File: config.mk
export PLATFORM = sky130hd
export DESIGN_NAME = z80_bus_bridge
export DESIGN_NICKNAME = d
export VERILOG_FILES = /design/src/rtl/z80_bus_pkg.sv /design/src/rtl/z80_bus_if.sv /design/src/rtl/z80_bus_bridge.sv /design/src/rtl/data_bus_mux.sv /design/src/rtl/io_port_regs.sv /design/src/rtl/ram_access.sv /design/src/rtl/z80_bus_sampler.sv
export SDC_FILE = /design/constraint.sdc
export NUM_CORES = 1
export LEC_CHECK = 0
export BUFFER_PORTS_ARGS = -buffer_cell sky130_fd_sc_hd__buf_2
export CORE_MARGIN = 10
export CORE_UTILIZATION = 40
export CTS_CLUSTER_SIZE = 30
export DETAILED_ROUTE_END_ITERATION = 12
export PLACE_DENSITY = 0.71
export SYNTH_ARGS = -nofsm -noshare
export SYNTH_HDL_FRONTEND = slang
export SYNTH_HIERARCHICAL = 1
export SYNTH_SLANG_ARGS = --single-unit
File: constraint.sdc
create_clock -name CMD_CLK -period 3.2 [get_ports CMD_CLK]
set_clock_uncertainty 0.2 [all_clocks]
set_input_delay 0.96 -clock CMD_CLK [delete_from_list [all_inputs] [get_ports CMD_CLK]]
set_output_delay 0.96 -clock CMD_CLK [all_outputs]
set_load 0.1 [all_outputs]
File: src/rtl/z80_bus_pkg.sv
// **************************************************
// Shared definitions for the Z80 bus bridge
// Bus operation type, host address views,
// widths and peripheral port numbers
// **************************************************

package z80_bus_pkg;

   // Widths
   localparam int ADDR_W     = 22;         // Host address bus
   localparam int OFFSET_W   = 19;         // Offset inside the 512KB window
   localparam int CMD_ADDR_W = 32;         // RAM address
   localparam int PHASE_W    = 4;          // Z80 clock phase counter

   // Decoded bus operation, opcode fetch folds into mem_read
   typedef enum logic [2:0] {
      bus_idle,
      mem_read,
      mem_write,
      port_read,
      port_write,
      bus_other
   } z80_op_t;

   // One host address, seen as a memory access or as a port access
   typedef union packed {
      struct packed {
         logic [ADDR_W-OFFSET_W-1:0] window;  // Selects the memory window
         logic [OFFSET_W-1:0]        offset;  // Byte inside the window
      } mem;
      struct packed {
         logic [ADDR_W-9:0] unused;           // Upper lines, ignored for IO
         logic [7:0]        port;             // IO port number
      } io;
   } z80_addr_u;

   // **************************************************
   // Peripheral port numbers
   // **************************************************
   localparam logic [7:0] SD_DATA_PORT    = 8'd240;  // Reads SD status
   localparam logic [7:0] SD_SECTOR_PORT  = 8'd241;  // 32 bit sector, byte at a time
   localparam logic [7:0] SD_RDWR_PORT    = 8'd242;  // Starts an SD operation
   localparam logic [7:0] SD_ARG_PTR_PORT = 8'd243;  // Sector byte pointer
   localparam logic [7:0] GEO_LO_PORT     = 8'd246;
   localparam logic [7:0] GEO_HI_PORT     = 8'd247;
   localparam logic [7:0] FIFO_STAT_PORT  = 8'd248;  // Geometry FIFO status
   localparam logic [7:0] MMU_LO_PORT     = 8'd250;
   localparam logic [7:0] MMU_HI_PORT     = 8'd251;

   localparam logic [7:0] PORT_UNUSED_DATA = 8'hFF;  // Unlisted ports float high

endpackage
File: src/rtl/z80_bus_if.sv
// **************************************************
// Sampled and decoded Z80 bus state, shared by
// the memory path and the IO port path
// **************************************************

`timescale 1ns/100ps

interface z80_bus_if import z80_bus_pkg::*; ();

   z80_op_t              op;         // Decoded bus operation
   z80_addr_u            addr;       // Registered host address
   logic [7:0]           wdata;      // Registered host write data
   logic                 zclk_edge;  // One cycle per Z80 clock transition
   logic [PHASE_W-1:0]   phase;      // Z80 clock edges since bus left idle

   modport sampler   (output op, output addr, output wdata, output zclk_edge, output phase);
   modport mem_side  (input op, input addr, input wdata);
   modport port_side (input op, input addr, input wdata, input zclk_edge, input phase);

endinterface

File: src/rtl/z80_bus_bridge.sv
// **************************************************
// Z80 host bus bridge, top level
// Sampler, memory path, IO port path and the
// host data output
// **************************************************

`timescale 1ns/100ps

module z80_bus_bridge import z80_bus_pkg::*; #(
   parameter logic [ADDR_W-OFFSET_W-1:0] MEMORY_RANGE     = 3'b010,
   parameter logic [PHASE_W-1:0]         WRITE_PORT_PHASE = 2,
   parameter logic [PHASE_W-1:0]         READ_PORT_PHASE  = 2
) (
   input  logic                   CMD_CLK,
   input  logic                   reset,
   // Z80 host bus
   input  logic                   z80_clk,
   input  logic                   z80_m1n,
   input  logic                   z80_mreqn,
   input  logic                   z80_iorqn,
   input  logic                   z80_rdn,
   input  logic                   z80_wrn,
   input  logic [ADDR_W-1:0]      z80_addr,
   input  logic [7:0]             z80_data_in,
   output logic [7:0]             data_out,
   output logic                   data_oe,
   // RAM requests
   output logic                   cmd_valid,
   input  logic                   cmd_ready,
   output logic [CMD_ADDR_W-1:0]  cmd_addr,
   output logic                   cmd_write,
   output logic [7:0]             cmd_write_data,
   input  logic                   cmd_read_valid,
   input  logic [7:0]             cmd_read_data,
   // Peripherals
   output logic [31:0]            sd_sector,
   output logic                   sd_op_ena,
   output logic [1:0]             sd_wr_ena,
   input  logic [7:0]             sd_status,
   input  logic                   sd_busy,
   output logic [7:0]             geo_lo,
   output logic [7:0]             geo_hi,
   output logic                   geo_lo_strobe,
   output logic                   geo_hi_strobe,
   input  logic [7:0]             fifo_stat,
   output logic                   fifo_stat_strobe
);

   logic [7:0] mmu_lo, mmu_hi;                    // MMU upper address bits
   logic       mem_resp_valid, port_resp_valid;
   logic [7:0] mem_resp_data, port_resp_data;
   logic       host_idle;

   z80_bus_if z80_bus ();

   assign host_idle = (z80_bus.op == bus_idle);

   z80_bus_sampler i_sampler (
      .CMD_CLK, .reset,
      .z80_clk, .z80_m1n, .z80_mreqn, .z80_iorqn, .z80_rdn, .z80_wrn,
      .z80_addr, .z80_data_in,
      .bus (z80_bus.sampler)
   );

   ram_access #(.MEMORY_RANGE(MEMORY_RANGE)) i_ram_access (
      .CMD_CLK, .reset,
      .bus (z80_bus.mem_side),
      .mmu_lo, .mmu_hi,
      .cmd_valid, .cmd_write, .cmd_ready, .cmd_addr, .cmd_write_data,
      .cmd_read_valid, .cmd_read_data,
      .mem_resp_valid, .mem_resp_data
   );

   io_port_regs #(
      .WRITE_PORT_PHASE (WRITE_PORT_PHASE),
      .READ_PORT_PHASE  (READ_PORT_PHASE)
   ) i_io_port_regs (
      .CMD_CLK, .reset,
      .bus (z80_bus.port_side),
      .mmu_lo, .mmu_hi,
      .sd_sector, .sd_op_ena, .sd_wr_ena, .sd_status, .sd_busy,
      .geo_lo, .geo_hi, .geo_lo_strobe, .geo_hi_strobe,
      .fifo_stat, .fifo_stat_strobe,
      .port_resp_valid, .port_resp_data
   );

   data_bus_mux i_data_bus_mux (
      .CMD_CLK, .reset,
      .bus_idle (host_idle),
      .mem_resp_valid, .mem_resp_data,
      .port_resp_valid, .port_resp_data,
      .data_out, .data_oe
   );

endmodule

File: src/rtl/data_bus_mux.sv
// **************************************************
// Host data output
// Holds the last memory or port answer on the
// bus until the host cycle ends
// **************************************************

`timescale 1ns/100ps

module data_bus_mux (
   input  logic       CMD_CLK,
   input  logic       reset,
   input  logic       bus_idle,          // Host cycle over
   input  logic       mem_resp_valid,
   input  logic [7:0] mem_resp_data,
   input  logic       port_resp_valid,
   input  logic [7:0] port_resp_data,
   output logic [7:0] data_out,
   output logic       data_oe
);

   always_ff @(posedge CMD_CLK) begin
      if (reset) data_oe <= 1'b0;
      else if (bus_idle) data_oe <= 1'b0;                            // Release the bus
      else if (mem_resp_valid || port_resp_valid) data_oe <= 1'b1;
   end

   // Paths never answer in the same host cycle
   always_ff @(posedge CMD_CLK) begin
      if (mem_resp_valid) data_out <= mem_resp_data;
      else if (port_resp_valid) data_out <= port_resp_data;
   end

endmodule

File: src/rtl/io_port_regs.sv
// **************************************************
// IO port path
// MMU, SD sector and command registers, geometry
// and FIFO strobes, port read answers
// **************************************************

`timescale 1ns/100ps

module io_port_regs import z80_bus_pkg::*; #(
   parameter logic [PHASE_W-1:0] WRITE_PORT_PHASE = 2,  // Phase where write data is taken
   parameter logic [PHASE_W-1:0] READ_PORT_PHASE  = 2   // Phase where read data answers
) (
   input  logic         CMD_CLK,
   input  logic         reset,
   z80_bus_if.port_side bus,
   output logic [7:0]   mmu_lo,
   output logic [7:0]   mmu_hi,
   output logic [31:0]  sd_sector,
   output logic         sd_op_ena,
   output logic [1:0]   sd_wr_ena,        // Init, read or write
   input  logic [7:0]   sd_status,
   input  logic         sd_busy,
   output logic [7:0]   geo_lo,
   output logic [7:0]   geo_hi,
   output logic         geo_lo_strobe,
   output logic         geo_hi_strobe,
   input  logic [7:0]   fifo_stat,
   output logic         fifo_stat_strobe,
   output logic         port_resp_valid,
   output logic [7:0]   port_resp_data
);

   logic [7:0] port;
   logic [1:0] arg_ptr;      // Sector byte select
   logic       wr_hit;       // Port write sampling point
   logic       rd_strobe;    // Early read notice
   logic       rd_answer;    // Read data point
   logic [7:0] rd_data;

   assign port      = bus.addr.io.port;
   assign wr_hit    = (bus.op == port_write) && bus.zclk_edge && (bus.phase == WRITE_PORT_PHASE);
   assign rd_strobe = (bus.op == port_read) && bus.zclk_edge && (bus.phase == '0);
   assign rd_answer = (bus.op == port_read) && bus.zclk_edge && (bus.phase == READ_PORT_PHASE);

   // **************************************************
   // Port write registers and strobes
   // **************************************************
   always_ff @(posedge CMD_CLK) begin
      if (reset) begin
         mmu_lo           <= '0;
         mmu_hi           <= '0;
         sd_sector        <= '0;
         arg_ptr          <= '0;
         sd_op_ena        <= 1'b0;
         geo_lo_strobe    <= 1'b0;
         geo_hi_strobe    <= 1'b0;
         fifo_stat_strobe <= 1'b0;
         port_resp_valid  <= 1'b0;
      end else begin
         sd_op_ena        <= 1'b0;                 // All strobes are single cycle
         geo_lo_strobe    <= 1'b0;
         geo_hi_strobe    <= 1'b0;
         fifo_stat_strobe <= rd_strobe && (port == FIFO_STAT_PORT);
         port_resp_valid  <= rd_answer;
         if (wr_hit) begin
            case (port)
               SD_SECTOR_PORT: begin
                  sd_sector[{arg_ptr, 3'b000} +: 8] <= bus.wdata;
                  arg_ptr <= arg_ptr + 1'b1;       // Wraps after the top byte
               end
               SD_ARG_PTR_PORT: arg_ptr       <= bus.wdata[1:0];
               SD_RDWR_PORT:    sd_op_ena     <= !sd_busy;  // Dropped while SD busy
               GEO_LO_PORT:     geo_lo_strobe <= 1'b1;
               GEO_HI_PORT:     geo_hi_strobe <= 1'b1;
               MMU_LO_PORT:     mmu_lo        <= bus.wdata;
               MMU_HI_PORT:     mmu_hi        <= bus.wdata;
               default: ;
            endcase
         end
      end
   end

   always_ff @(posedge CMD_CLK) begin
      if (wr_hit && (port == SD_RDWR_PORT) && !sd_busy) sd_wr_ena <= bus.wdata[1:0];
      if (wr_hit && (port == GEO_LO_PORT)) geo_lo <= bus.wdata;
      if (wr_hit && (port == GEO_HI_PORT)) geo_hi <= bus.wdata;
      if (rd_answer) port_resp_data <= rd_data;
   end

   // **************************************************
   // Port read data
   // **************************************************
   always_comb begin
      case (port)
         SD_SECTOR_PORT:  rd_data = sd_sector[{arg_ptr, 3'b000} +: 8];
         SD_ARG_PTR_PORT: rd_data = {6'b0, arg_ptr};
         MMU_LO_PORT:     rd_data = mmu_lo;
         MMU_HI_PORT:     rd_data = mmu_hi;
         SD_DATA_PORT:    rd_data = sd_status;
         FIFO_STAT_PORT:  rd_data = fifo_stat;
         default:         rd_data = PORT_UNUSED_DATA;
      endcase
   end

endmodule

File: src/rtl/ram_access.sv
// **************************************************
// Memory window path
// One RAM request per host memory cycle, read
// data handed back as a response pulse
// **************************************************

`timescale 1ns/100ps

module ram_access import z80_bus_pkg::*; #(
   parameter logic [ADDR_W-OFFSET_W-1:0] MEMORY_RANGE = 3'b010  // Window select
) (
   input  logic                   CMD_CLK,
   input  logic                   reset,
   z80_bus_if.mem_side            bus,
   input  logic [7:0]             mmu_lo,
   input  logic [7:0]             mmu_hi,
   output logic                   cmd_valid,
   output logic                   cmd_write,
   input  logic                   cmd_ready,
   output logic [CMD_ADDR_W-1:0]  cmd_addr,
   output logic [7:0]             cmd_write_data,
   input  logic                   cmd_read_valid,
   input  logic [7:0]             cmd_read_data,
   output logic                   mem_resp_valid,
   output logic [7:0]             mem_resp_data
);

   logic in_window;   // Address falls in the memory window
   logic mem_cycle;   // In-window read or write on the bus
   logic sent;        // Request already accepted this host cycle
   logic rd_wait;     // Read accepted, data not back yet
   logic xfer;

   assign in_window = (bus.addr.mem.window == MEMORY_RANGE);
   assign mem_cycle = in_window && ((bus.op == mem_read) || (bus.op == mem_write));
   assign xfer      = cmd_valid && cmd_ready;

   // Request straight from the sampled bus, steady until accepted
   assign cmd_valid      = mem_cycle && !sent;
   assign cmd_write      = (bus.op == mem_write);
   assign cmd_write_data = bus.wdata;

   // MMU extends the 19 bit offset to the full RAM address
   assign cmd_addr = {mmu_hi[4:0], mmu_lo, bus.addr.mem.offset};

   always_ff @(posedge CMD_CLK) begin
      if (reset) begin
         sent    <= 1'b0;
         rd_wait <= 1'b0;
      end else if (bus.op == bus_idle) begin
         sent    <= 1'b0;          // Next host cycle may request again
         rd_wait <= 1'b0;
      end else begin
         if (xfer) sent <= 1'b1;
         if (xfer && !cmd_write) rd_wait <= 1'b1;
         else if (cmd_read_valid) rd_wait <= 1'b0;  // Only the first byte answers
      end
   end

   // Return data passes through in the same cycle
   assign mem_resp_valid = cmd_read_valid && rd_wait;
   assign mem_resp_data  = cmd_read_data;

endmodule

File: src/rtl/z80_bus_sampler.sv
// **************************************************
// Z80 bus input sampler
// Registers the host bus, decodes the operation,
// tracks Z80 clock edges and the bus phase
// **************************************************

`timescale 1ns/100ps

module z80_bus_sampler import z80_bus_pkg::*; (
   input  logic                CMD_CLK,
   input  logic                reset,
   input  logic                z80_clk,
   input  logic                z80_m1n,      // Active low controls
   input  logic                z80_mreqn,
   input  logic                z80_iorqn,
   input  logic                z80_rdn,
   input  logic                z80_wrn,
   input  logic [ADDR_W-1:0]   z80_addr,
   input  logic [7:0]          z80_data_in,
   z80_bus_if.sampler          bus
);

   logic                zclk_r, zclk_r2;                       // Z80 clock edge detector
   logic                m1n_r, mreqn_r, iorqn_r, rdn_r, wrn_r;
   logic [ADDR_W-1:0]   addr_r;
   logic [7:0]          data_r;
   logic [PHASE_W-1:0]  phase;
   z80_op_t             op;
   logic                zclk_edge;

   assign zclk_edge = zclk_r ^ zclk_r2;  // Either transition counts

   // Control lines idle high out of reset so the bus reads as idle
   always_ff @(posedge CMD_CLK) begin
      if (reset) begin
         zclk_r  <= 1'b0;
         zclk_r2 <= 1'b0;
         m1n_r   <= 1'b1;
         mreqn_r <= 1'b1;
         iorqn_r <= 1'b1;
         rdn_r   <= 1'b1;
         wrn_r   <= 1'b1;
         phase   <= '0;
      end else begin
         zclk_r  <= z80_clk;
         zclk_r2 <= zclk_r;
         m1n_r   <= z80_m1n;
         mreqn_r <= z80_mreqn;
         iorqn_r <= z80_iorqn;
         rdn_r   <= z80_rdn;
         wrn_r   <= z80_wrn;
         if (op == bus_idle) phase <= '0;           // Restart at every idle gap
         else if (zclk_edge) phase <= phase + 1'b1;
      end
   end

   always_ff @(posedge CMD_CLK) begin
      addr_r <= z80_addr;
      data_r <= z80_data_in;
   end

   // **************************************************
   // Operation decode
   // **************************************************
   always_comb begin
      if (mreqn_r && iorqn_r)                                  op = bus_idle;
      else if (!mreqn_r && iorqn_r && !rdn_r && wrn_r)         op = mem_read;   // Fetch too
      else if (!mreqn_r && iorqn_r && rdn_r && !wrn_r)         op = mem_write;
      else if (m1n_r && !iorqn_r && mreqn_r && !rdn_r && wrn_r) op = port_read;
      else if (m1n_r && !iorqn_r && mreqn_r && rdn_r && !wrn_r) op = port_write;
      else                                                     op = bus_other;  // Int ack, T1
   end

   assign bus.op        = op;
   assign bus.addr      = addr_r;
   assign bus.wdata     = data_r;
   assign bus.zclk_edge = zclk_edge;
   assign bus.phase     = phase;

endmodule

==> impl_metrics.tcl <==
set metrics [dict create \
    status "finished, final reports clean" \
    h-tree-depth 4 \
    grt_pass1_vias 4646 \
    syn_nets 594 \
    cts_tree "done" \
    cts_num_sinks 133 \
    io-pin-count 170 \
    yosys.area_share.simple_pct 15.3 \
    dp_slack_ps 272 \
    initial_core_util_pct 40.8 \
    cellLeakagePower_nw 2.89 \
    cp.required_ps 2040 \
    core-area_mm2 0.0139 \
    ys.flop_type "dfxtp_1" \
    synth_top_family_by_area "simple AND/OR/NAND/NOR gates" \
    drtIter0Drc 348 \
    hp-class "flip-flop to flip-flop" \
    clk_path_buf_depth 2 \
    ys_ff_latch 133 \
    grt_pass1_wl_um 25900 \
    final_nets 725 \
    antenna_found_initial 0 \
    tightest_slew_ps 816 \
    drc_errors 0 \
    final_core_util_pct 50.8 \
    setup_viol 0 \
    path_cells "nand2_1 > o31ai_1 > xor2_1 > nand2_2 > nor2_4 > buf_12" \
    max_stage_delay_ps 400 \
    place_hpwl_um 12100 \
    design_area_mm2 0.00706 \
    yosysWarnings 6 \
    pwr_density_cell_mw_per_mm2 559 \
    gp_congestion 0.890 \
    async_flop_share_pct 0 \
    portBuffers 169 \
    antenna_left 0 \
    insertion_delay_ps 410 \
    clk_pin_slew_ps 60 \
    finalSetupTns_ps 0 \
    start_kind "flip-flop" \
    firstDrtPassIters 5 \
    avgSynthCellArea_um2 10.8 \
    yosysUniqueCellTypes 54 \
    cp-end-kind "primary output" \
    path_class "flip-flop to primary output" \
    irDropWorstVdd_mv 0.414 \
    syn_area_mm2 0.00566 \
    wirelength_um 16600 \
    n_antenna_cell 0 \
    clock_tree.root_cell "clkbuf_16" \
    worst_slack_ps 111 \
    holdBufCountCts 0 \
    max_cap_viol_count 0 \
    final_hold_viol_count 0 \
    slowest_stage "dfxtp_2" \
    fp.dieW_um 139 \
    synth_compound_area_share_pct 10.8 \
    grt_max_degree 35 \
    cp_max_fo 6 \
    min_period_over_period_pct 96.5 \
    clock.fmax_mhz 324 \
    relSlewSlack_pct 45.5 \
    syn_to_final_growth_pct 24.7 \
    groute.usage.overall_pct 16.7 \
    slew_violations 0 \
    grt-ovfl-total 0 \
    drive_gt1_share_pct 39.4 \
    synth-adder-area-share_pct 1.33 \
    chipHeight_um 139 \
    muxShareOfSynthArea_pct 9.84 \
    detail_route.wl_per_cell_um 19.6 \
    via_per_inst 5.40 \
    seq_area_frac_synth_pct 53.1 \
    synth-xor-area-share_pct 0.310 \
    worstPathArrival_ps 1930 \
    synth_edf_count 34 \
    syn_inst 523 \
    post-route-min-period_ps 3090 \
    post_dp_cell_area_mm2 0.00643 \
    cts_made_buffers 17 \
    vias 4571 \
    rows 43 \
    design.die.area_mm2 0.0193 \
]
worst max-delay path, delay by kind of cell (launching register included):
family | cells | cell delay [ps]
buf+inv | 1 | 180
flops | 1 | 400
compound gates | 1 | 370
simple gates | 3 | 310
xor+xnor | 1 | 260
timing repair:
| item | in CTS | in global routing |
|---|---|---|
| gates resized for setup | 3 | 7 |
| pin swaps | 1 | 0 |
| setup endpoints to repair | 2 | 2 |
| setup buffers | 0 | 2 |
area by class of cell:
cell class | count | area (um2)
Tap cell | 180 | 225
Multi-Input combinational cell | 302 | 2180
Clock inverter | 10 | 95.1
Clock buffer | 22 | 479
Timing Repair Buffer | 190 | 1030
Inverter | 10 | 37.5
Sequential cell | 133 | 3010
Fill cell | 1237 | 6830
final timing paths:
| path | from | slack (ps) | depth (start not counted) | endpoint |
|---|---|---|---|---|
| worst min-delay path | i_sampler/zclk_r | 280 | 1 | i_sampler/zclk_r2 |
| worst min register to register | i_sampler/zclk_r | 280 | 1 | i_sampler/zclk_r2 |
| worst max register to register | i_sampler/rdn_r | 450 | 9 | i_io_port_regs/mmu_lo[6] |
| worst max-delay path | i_sampler/mreqn_r | 110 | 6 | cmd_valid |
stage by stage:
stage / std cells / hold slack [ps] / total power (W)
floorplan: 523 / 255 / 0.00205
global placement: 813 / 267 / 0.00211
detailed placement: 813 / 276 / 0.00212
CTS: 845 / 285 / 0.00397
global route: 847 / 302 / 0.00409
finish: 847 / 280 / 0.00395
sequential cells by signal (all words and copies together) (netlist names), 2 cells and up:
register / count
i_data_bus_mux/data_out: 8
i_io_port_regs/mmu_hi: 8
i_io_port_regs/sd_wr_ena: 2
i_sampler/bus.phase: 4
i_io_port_regs/mmu_lo: 8
i_io_port_regs/geo_hi: 8
i_io_port_regs/arg_ptr: 2
i_io_port_regs/geo_lo: 8
i_io_port_regs/port_resp_data: 8
i_sampler/bus.wdata: 8
i_sampler/bus.addr: 22
i_io_port_regs/sd_sector: 32
cell families after synthesis:
| group | count (synthesis) |
|---|---|
| compound gates | 110 |
| mux | 41 |
| xor+xnor | 2 |
| flops | 133 |
| fa+ha+maj | 6 |
| buf+inv | 88 |
| simple gates | 143 |
power breakdown:
part | internal [W] | leakage, nW | switching (W)
combinational | 0.0000845 | 1.48 | 0.000233
sequential | 0.00175 | 1.13 | 0.0000299
clock | 0.00115 | 0.284 | 0.000705
cell usage after synthesis (6+ instances only):
| library cell | instances | area [um2] |
|---|---|---|
| nor2_1 | 25 | 93.8 |
| inv_1 | 10 | 37.5 |
| nand2_1 | 13 | 48.8 |
| or2_2 | 6 | 37.5 |
| a21oi_1 | 40 | 200 |
| ha_1 | 6 | 75.1 |
| buf_1 | 6 | 22.5 |
| mux4_2 | 8 | 180 |
| nand4_1 | 39 | 244 |
| dfxtp_1 | 99 | 1980 |
| o21ai_0 | 47 | 235 |
| mux2i_1 | 20 | 200 |
| buf_2 | 6 | 30.0 |
| clkbuf_1 | 17 | 63.8 |
| nor3_1 | 10 | 50.1 |
| buf_4 | 48 | 360 |
| nor2b_1 | 8 | 50.1 |
| edfxtp_1 | 34 | 1020 |
| mux2_4 | 8 | 120 |
cell usage in the layout (no fill, tap or decap), types with 3 or more instances in the layout:
cell,n
buf_2,167
dfxtp_1,97
o21ai_0,47
nand4_1,39
a21oi_1,38
edfxtp_1,34
nor2_1,24
buf_4,21
mux2i_1,20
clkbuf_16,18
nand2_1,12
nor3_1,10
inv_1,10
mux2_4,8
mux4_2,8
nor2b_1,7
or2_2,6
ha_1,6
mux2_2,5
nor3b_1,5
and2_1,4
clkinv_4,3
nand4b_1,3
and4_1,3
nand2b_1,3
a32oi_1,3
o2111ai_1,3
nand3_1,3
o21a_1,3
or3_1,3
metal layers:
layer	track usage, %	routed length, um	up-vias
met5	0	0	-
met4	4.12	126	0
met3	7.16	1610	12
met2	25.9	7800	253
met1	21.0	7080	2166
li1	-	-	2140
Note: power is estimated with default switching activity, not from simulation.
